### config.mk
export PLATFORM = sky130hd
export DESIGN_NAME = mult_pipe
export DESIGN_NICKNAME = d
export VERILOG_FILES = /design/src/rtl/ex_pkg.sv /design/src/rtl/mult_pipe.sv
export SDC_FILE = /design/constraint.sdc
export NUM_CORES = 2
export LEC_CHECK = 0
export BUFFER_PORTS_ARGS = -buffer_cell sky130_fd_sc_hd__buf_2
export CORE_MARGIN = 2
export CORE_UTILIZATION = 60
export DETAILED_ROUTE_END_ITERATION = 6
export PLACE_DENSITY_LB_ADDON = 0.05
export SETUP_SLACK_MARGIN = 0.05
export SYNTH_ARGS = -nofsm -noshare
export SYNTH_HDL_FRONTEND = slang
export SYNTH_SLANG_ARGS = --single-unit
export TNS_END_PERCENT = 100
### constraint.sdc
create_clock -name clock -period 6.5 [get_ports clock]
set_clock_uncertainty 0.05 [all_clocks]
set_input_delay 0.325 -clock clock [delete_from_list [all_inputs] [get_ports clock]]
set_output_delay 0.325 -clock clock [all_outputs]
set_load 0.01 [all_outputs]
### src/rtl/ex_pkg.sv
// Execute stage package with sizes, opcode enums, instruction views and packet types
`default_nettype none

package ex_pkg;

	////////////////////////////////////////////////////////////
	// Sizes

	localparam int XLEN       = 32;
	localparam int ALU_NUM    = 2;
	localparam int CDB_WIDTH  = 2;   // Write-back slots per cycle
	localparam int MUL_STAGES = 4;
	localparam int TAG_WIDTH  = 6;   // Physical destination tag
	localparam int ALU_IDX_W  = (ALU_NUM > 1) ? $clog2(ALU_NUM) : 1;
	localparam int MUL_CHUNK  = 2 * XLEN / MUL_STAGES;  // Multiplier bits eaten per stage

	////////////////////////////////////////////////////////////
	// Operation encodings

	typedef enum logic [3:0] {
		ALU_ADD, ALU_SUB, ALU_AND, ALU_OR, ALU_XOR,
		ALU_SLT, ALU_SLTU, ALU_SLL, ALU_SRL, ALU_SRA
	} alu_func_e;

	typedef enum logic [1:0] {MUL_MUL, MUL_MULH, MUL_MULHSU, MUL_MULHU} mul_func_e;

	typedef enum logic [1:0] {OPA_RS1, OPA_PC, OPA_NPC, OPA_ZERO} opa_sel_e;

	typedef enum logic [2:0] {
		OPB_RS2, OPB_I_IMM, OPB_S_IMM, OPB_B_IMM, OPB_U_IMM, OPB_J_IMM
	} opb_sel_e;

	////////////////////////////////////////////////////////////
	// Instruction word, one view per RV32 format

	typedef struct packed {
		logic [6:0] funct7;
		logic [4:0] rs2;
		logic [4:0] rs1;
		logic [2:0] funct3;
		logic [4:0] rd;
		logic [6:0] opcode;
	} r_type_t;

	typedef struct packed {
		logic [11:0] imm;
		logic [4:0]  rs1;
		logic [2:0]  funct3;
		logic [4:0]  rd;
		logic [6:0]  opcode;
	} i_type_t;

	typedef struct packed {
		logic [6:0] imm_hi;
		logic [4:0] rs2;
		logic [4:0] rs1;
		logic [2:0] funct3;
		logic [4:0] imm_lo;
		logic [6:0] opcode;
	} s_type_t;

	typedef struct packed {
		logic       imm12;
		logic [5:0] imm10_5;
		logic [4:0] rs2;
		logic [4:0] rs1;
		logic [2:0] funct3;   // Branch condition
		logic [3:0] imm4_1;
		logic       imm11;
		logic [6:0] opcode;
	} b_type_t;

	typedef struct packed {
		logic [19:0] imm;
		logic [4:0]  rd;
		logic [6:0]  opcode;
	} u_type_t;

	typedef struct packed {
		logic       imm20;
		logic [9:0] imm10_1;
		logic       imm11;
		logic [7:0] imm19_12;
		logic [4:0] rd;
		logic [6:0] opcode;
	} j_type_t;

	typedef union packed {
		r_type_t r;
		i_type_t i;
		s_type_t s;
		b_type_t b;
		u_type_t u;
		j_type_t j;
	} rv32_inst_u;

	////////////////////////////////////////////////////////////
	// Packets

	typedef struct packed {
		logic                 valid;
		logic [TAG_WIDTH-1:0] tag;
		rv32_inst_u           inst;
		logic [XLEN-1:0]      pc;
		logic [XLEN-1:0]      npc;
		logic [XLEN-1:0]      rs1_value;
		logic [XLEN-1:0]      rs2_value;
		opa_sel_e             opa_sel;
		opb_sel_e             opb_sel;
		alu_func_e            alu_func;
		logic                 cond_branch;
		logic                 uncond_branch;   // JAL and JALR
		logic                 pred_taken;
		logic [XLEN-1:0]      pred_target;
	} issue_pkt_t;

	typedef struct packed {
		logic                 valid;
		logic [TAG_WIDTH-1:0] tag;
		mul_func_e            mul_func;
		logic [XLEN-1:0]      rs1_value;
		logic [XLEN-1:0]      rs2_value;
	} mul_issue_t;

	typedef struct packed {
		logic                 valid;
		logic [TAG_WIDTH-1:0] tag;
		logic [XLEN-1:0]      value;
		logic                 is_branch;
		logic                 taken;
		logic                 mispredict;
		logic [XLEN-1:0]      target;
	} cdb_pkt_t;

endpackage

`default_nettype wire

### src/rtl/mult_pipe.sv
// Pipelined 32x32 multiplier for MUL, MULH, MULHSU and MULHU with tag tracking
`timescale 1ns/1ps
`default_nettype none

module mult_pipe import ex_pkg::*; (
	input  logic       clock,
	input  logic       reset,
	input  mul_issue_t issue,
	output cdb_pkt_t   result
);

	logic                  sign_a;
	logic                  sign_b;

	// Stage inputs
	logic [TAG_WIDTH-1:0]  tag_in    [MUL_STAGES];
	mul_func_e             func_in   [MUL_STAGES];
	logic [2*XLEN-1:0]     mcand_in  [MUL_STAGES];
	logic [2*XLEN-1:0]     mplier_in [MUL_STAGES];
	logic [2*XLEN-1:0]     prod_in   [MUL_STAGES];

	// Stage registers
	logic [MUL_STAGES-1:0] vld;
	logic [TAG_WIDTH-1:0]  tag_q     [MUL_STAGES];
	mul_func_e             func_q    [MUL_STAGES];
	logic [2*XLEN-1:0]     prod_q    [MUL_STAGES];
	logic [2*XLEN-1:0]     mcand_q   [MUL_STAGES-1];
	logic [2*XLEN-1:0]     mplier_q  [MUL_STAGES-1];

	// rs1 is signed except for MULHU, rs2 only for MUL and MULH
	assign sign_a = issue.mul_func != MUL_MULHU;
	assign sign_b = (issue.mul_func == MUL_MUL) || (issue.mul_func == MUL_MULH);

	always_comb begin
		tag_in[0]    = issue.tag;
		func_in[0]   = issue.mul_func;
		mcand_in[0]  = {{XLEN{sign_a & issue.rs1_value[XLEN-1]}}, issue.rs1_value};
		mplier_in[0] = {{XLEN{sign_b & issue.rs2_value[XLEN-1]}}, issue.rs2_value};
		prod_in[0]   = '0;
		for (int s = 1; s < MUL_STAGES; s++) begin
			tag_in[s]    = tag_q[s-1];
			func_in[s]   = func_q[s-1];
			mcand_in[s]  = mcand_q[s-1];
			mplier_in[s] = mplier_q[s-1];
			prod_in[s]   = prod_q[s-1];
		end
	end

	////////////////////////////////////////////////////////////
	// Pipeline, one multiplier chunk per stage

	always_ff @(posedge clock) begin
		if (reset) begin
			vld <= '0;
		end else begin
			vld <= {vld[MUL_STAGES-2:0], issue.valid};
		end
	end

	always_ff @(posedge clock) begin
		for (int s = 0; s < MUL_STAGES; s++) begin
			tag_q[s]  <= tag_in[s];
			func_q[s] <= func_in[s];
			prod_q[s] <= prod_in[s] + mcand_in[s] *
				{{(2*XLEN-MUL_CHUNK){1'b0}}, mplier_in[s][MUL_CHUNK-1:0]};
			if (s < MUL_STAGES - 1) begin
				mcand_q[s]  <= mcand_in[s] << MUL_CHUNK;   // Line up with next chunk
				mplier_q[s] <= mplier_in[s] >> MUL_CHUNK;
			end
		end
	end

	// Low word for MUL, high word otherwise
	always_comb begin
		result       = '0;
		result.valid = vld[MUL_STAGES-1];
		result.tag   = tag_q[MUL_STAGES-1];
		if (func_q[MUL_STAGES-1] == MUL_MUL) begin
			result.value = prod_q[MUL_STAGES-1][XLEN-1:0];
		end else begin
			result.value = prod_q[MUL_STAGES-1][2*XLEN-1:XLEN];
		end
	end

endmodule

`default_nettype wire

# After elaboration in Yosys (flattened, before gate mapping)

Memory sizes are Yosys's and may differ from the RTL's.
Index checks and enable logic that the tools add are counted.

Memories: 5
Logic and storage cells: 21
ROM bits: 0
RAM bits: 576
Register bits after elaboration: 4
Latch bits: 0

Reduce and logical (&&, ||, !) cells: 3
Multipliers: 4
Add/subtract/negate cells: 3
Equality and inequality tests: 2
Mux-type cells: 1
Divide/modulo/power cells: 0
Magnitude comparators: 0
Shift operators: 0
Bitwise logic cells: 2

Memory list:

| name     | words | width | read ports | clocked after Yosys merged registers in | wr ports | line            | RTL |
|---|---|---|---|---|---|---|---|
| prod_q   | 4     | 64    | 4          | 0                                       | 4        | mult_pipe.sv:26 | `logic [2*XLEN-1:0] prod_q [MUL_STAGES];` |
| mcand_q  | 3     | 48    | 3          | 0                                       | 3        | mult_pipe.sv:27 | `logic [2*XLEN-1:0] mcand_q [MUL_STAGES-1];` |
| mplier_q | 3     | 48    | 3          | 0                                       | 3        | mult_pipe.sv:28 | `logic [2*XLEN-1:0] mplier_q [MUL_STAGES-1];` |
| tag_q    | 4     | 6     | 4          | 0                                       | 4        | mult_pipe.sv:24 | `logic [TAG_WIDTH-1:0] tag_q [MUL_STAGES];` |
| func_q   | 4     | 2     | 4          | 0                                       | 4        | mult_pipe.sv:25 | `mul_func_e func_q [MUL_STAGES];` |

Operators with widths:

| kind               | count |
|---|---|
| $add 64x64->64     | 3 |
| $mul 64x16->64     | 3 |
| $mul 33x17->50     | 1 |
| $mux 32            | 1 |
| $logic_not 2->1    | 2 |
| $and 1x1->1        | 2 |
| $eq 2x1->1 const B | 1 |
| $ne 2x2->1 const B | 1 |
| $logic_or 1x1->1   | 1 |

# Logic depth before layout (Yosys ltp)

Depth in word-level cells: 3
Mapped depth: 26
Mapped depth without buffers: 25

# Worst setup path after synthesis

OpenSTA, ideal clock, no wires.

Path type: register -> register
From: memory mplier_q[0][79] (netlist bit)
To: memory prod_q[2][63] (netlist bit)
Required time: 6.329 ns
Clock period less this slack: 6.372 ns
Slack: 0.128 ns
Data arrival time: 6.201 ns
Cell stages (with the launch flop): 23
Buffers on the path: 1
Library setup time: 0.121 ns
Cells stage by stage: dfxtp_1 > clkbuf_1 > nand2_1 > fa_1 > inv_1 > fa_1 > inv_1 > fa_1 > fa_1 > inv_1 > fa_1 > fa_1 > ha_1 > a21o_1 > a21o_1 > a21oi_1 > o21ai_0 > a211oi_1 > o221ai_1 > o211a_1 > nor2_1 > o21ai_0 > xnor2_1

RTL lines:

| item        | line |
|---|---|
| from (decl) | mult_pipe.sv:28 |
| to (decl)   | mult_pipe.sv:26 |

==> results.cfg <==
[clock_network]
cts-buffers-inserted = 40
cts.path.max_buffers = 3
clkSlewWorstSetupHoldPaths_ns = 0.07
h-tree-depth = 2
clock_sink_count = 378
worst_skew_pair.late_latency_ns = 0.60
tritoncts = yes
buffer_cell_driving_the_clock_tree_root = sky130_fd_sc_hd__clkbuf_16

[final_layout]
post_route_cells_drive_above_1_share = 0.120
fillers = 7503
area_growth_syn_to_layout_pct = 12.4
layout.cells.most_common_list = 1655 x sky130_fd_sc_hd__inv_1, 1334 x sky130_fd_sc_hd__fa_1, 746 x sky130_fd_sc_hd__nand2_1
nNetsFinal = 7977
fin_area_um2 = 62900
mostFrequentLayoutCell = sky130_fd_sc_hd__inv_1

[floorplan]
floorplan.die_area_um2 = 95800
die_width_um = 309
number_of_top_level_pins = 149
dieHeight_um = 309
floorplan.core_area_um2 = 92900
floorplan.initialDensity = 0.603
core.rowCount = 112

[worst_setup_path]
cp_slowest_cell = sky130_fd_sc_hd__fa_1
arrival_ns = 6.69
element_type_at_the_critical_path_end = flip-flop
cp-start-kind = flip-flop
critical_path.cell_chain = buf_12, and2_4, fa_1, inv_1, fa_1, fa_1, inv_2, fa_1, fa_1, fa_1, ha_4, a21oi_4, nand2_1, or4_4, a2111oi_4, buf_4, o31ai_4, buf_4, a31oi_1, o21bai_1, a21oi_1, xnor2_1
path_max_fanout = 16
slowest_cell_delay_on_critical_path_ns = 0.57
critPathKind = flip-flop to flip-flop
cpMostUsedCell = sky130_fd_sc_hd__fa_1
required_ns = 6.94

[drt]
final_wl_um = 131000
drt_first_iter_violations = 2001
drc = 0
detailroute.via_count = 37600
wire_per_inst_um = 17.4
detailedRoute.firstPassIterationCount = 5
number_of_nets_still_failing_antenna_checks_after_routing = 0
viasPerCell = 5.00

[grt]
grt_max_degree = 33
globalRoute.totalOverflow = 0
global_route_wire_length_before_repair_um = 214000
grt_util_all_layers = 0.287
grt_pass1_vias = 41200
antenna_violations_before_repair = 7

[sta]
final_cycle_utilization_of_the_critical_path = 0.962
worstMarginPinSlew_ns = 0.658
report.final.slew_viol_count = 0
setup_violations = 0
final.min_clock_period_ns = 6.26
hold_viol = 0
rsz0062_at_grt = yes
max_freq_ghz = 0.160
timing.slew.headroom = 0.558

[min_path]
min_delay_path_class = input pin to flip-flop

[run_status]
outcome = completed

[logic_synthesis]
top_cell_type_s_share_of_synthesized_area = 0.481
synth_cells = 5801
yosys_synthesis_warning_count = 0
post_synth_num_cell_types = 72
synth-seq-cells = 378
synth_area_um2 = 56000
ys_seq_area_frac = 0.135
synthesis.area_per_instance_um2 = 9.65
synthArstFlopShare = 0
synth_top_cells_by_area = sky130_fd_sc_hd__fa_1 48%, sky130_fd_sc_hd__dfxtp_1 14%, sky130_fd_sc_hd__inv_1 11%
synth_flop_cell = sky130_fd_sc_hd__dfxtp_1
number_of_enable_flip_flop_cells_after_synthesis = 0
post-synth-top-area-cell = sky130_fd_sc_hd__fa_1

[place]
place_hpwl_um = 115000
gpl.final_weighted_congestion = 0.919
post_placement_cell_area_um2 = 60800
count_of_port_buffers_added_during_placement = 113

[job]
maxCapViolCount = 0
==> metal layers <==
metal  GRT usage  vias to the layer above  share of wire
met3      0.0424                      141          0.063
met2       0.484                      965           0.48
met1       0.398                    19100           0.43
li1            -                    17400              -
met5           0                        -        0.00029
met4      0.0576                        6          0.020
==> cell families after synthesis <==
logic type | Yosys count | synth area share
AOI/OAI and AO/OA | 336 | 0.0392
DFF | 378 | 0.135
muxes | 35 | 0.00697
xor gates and xnor gates | 169 | 0.0264
and+or+nand+nor | 1352 | 0.114
other | 1 | 0.0000670
buffers and inverters | 1874 | 0.128
adders and majority gates | 1656 | 0.550
==> critical path: cells and delay by family, from the launching register on <==
kind                       cells  cell delay, ns
xor gates and xnor gates       1            0.15
AOI/OAI and AO/OA              6            0.98
DFF                            1            0.33
and+or+nand+nor                3            0.69
buffers and inverters          5            0.60
adders and majority gates      7            3.32
==> metrics by stage <==
step / worst slack [ns] / setup TNS, ns / hold slack (ns) / util / std cells
2_1_floorplan: 0.128 / 0 / 0.260 / - / 5835
3_3_place_gp: -0.265 / -2.55 / 0.260 / 0.654 / 7422
3_5_place_dp: -0.381 / -5.10 / 0.262 / 0.654 / 7422
4_1_cts: 0.0410 / 0 / 0.0291 / 0.673 / 7519
5_1_grt: 0.0361 / 0 / 0.0397 / 0.677 / 7527
6_report: 0.244 / 0 / 0.0578 / 0.677 / 7528
==> what timing repair did <==
item / 4_1_cts / 5_1_grt
hold buffers: 27 / 0
hold endpoints to repair: 30 / 0
gates cloned: 0 / 1
resized for setup: 19 / 106
setup buffers: 1 / 8
endpoints found under the setup margin: 22 / 31
pin swaps: 1 / 36
==> flip-flops by register name, indices dropped and copies added (netlist names) <==
name	flops
mplier_q	19
mcand_q	81
tag_q	24
prod_q	242
func_q	8
vld	4
==> layout make-up <==
class                   count  area (µm²)  share of cell area
flip-flops and latches    378        7610               0.121
clock buffers              54        1140              0.0182
well taps                1254        1570              0.0249
multi-input cells        3583       41700               0.663
repair buffers            582        4410              0.0701
diodes                      1        2.50           0.0000398
clock inverters            15         240             0.00382
inverters                1661        6230              0.0991
==> path summary, 6_finish.rpt <==
check	slack (ns)	from	endpoint	depth (start not counted)
setup reg to reg	0.24	mplier_q[0][6]$_DFF_P_	prod_q[1][53]$_DFF_P_	22
setup / recovery	0.24	mplier_q[0][6]$_DFF_P_	prod_q[1][53]$_DFF_P_	22
hold reg to reg	0.27	prod_q[2][32]$_DFF_P_	prod_q[3][32]$_DFF_P_	0
hold / removal	0.06	issue[62]	mcand_q[0][30]$_DFF_P_	1
==> synth_stat cells, drive strengths merged, types with 5 or more instances <==
| cell type | n |
|---|---|
| inv | 1661 |
| o21bai | 15 |
| nand4 | 13 |
| nand3 | 14 |
| xor2 | 33 |
| o31a | 5 |
| a21oi | 105 |
| nor2 | 78 |
| and2 | 405 |
| o21a | 24 |
| a21boi | 7 |
| and3 | 7 |
| a21o | 45 |
| fa | 1345 |
| nand2 | 752 |
| buf | 37 |
| o31ai | 9 |
| mux2 | 32 |
| ha | 311 |
| o21ai | 62 |
| or3 | 7 |
| nor3 | 21 |
| dfxtp | 378 |
| nand2b | 12 |
| a31oi | 12 |
| nor2b | 24 |
| a211oi | 10 |
| clkbuf | 176 |
| xnor2 | 136 |
Power is left out: the tool's default activity adds up to more than one toggle a clock period on the data nets, which glitch-free logic cannot reach.
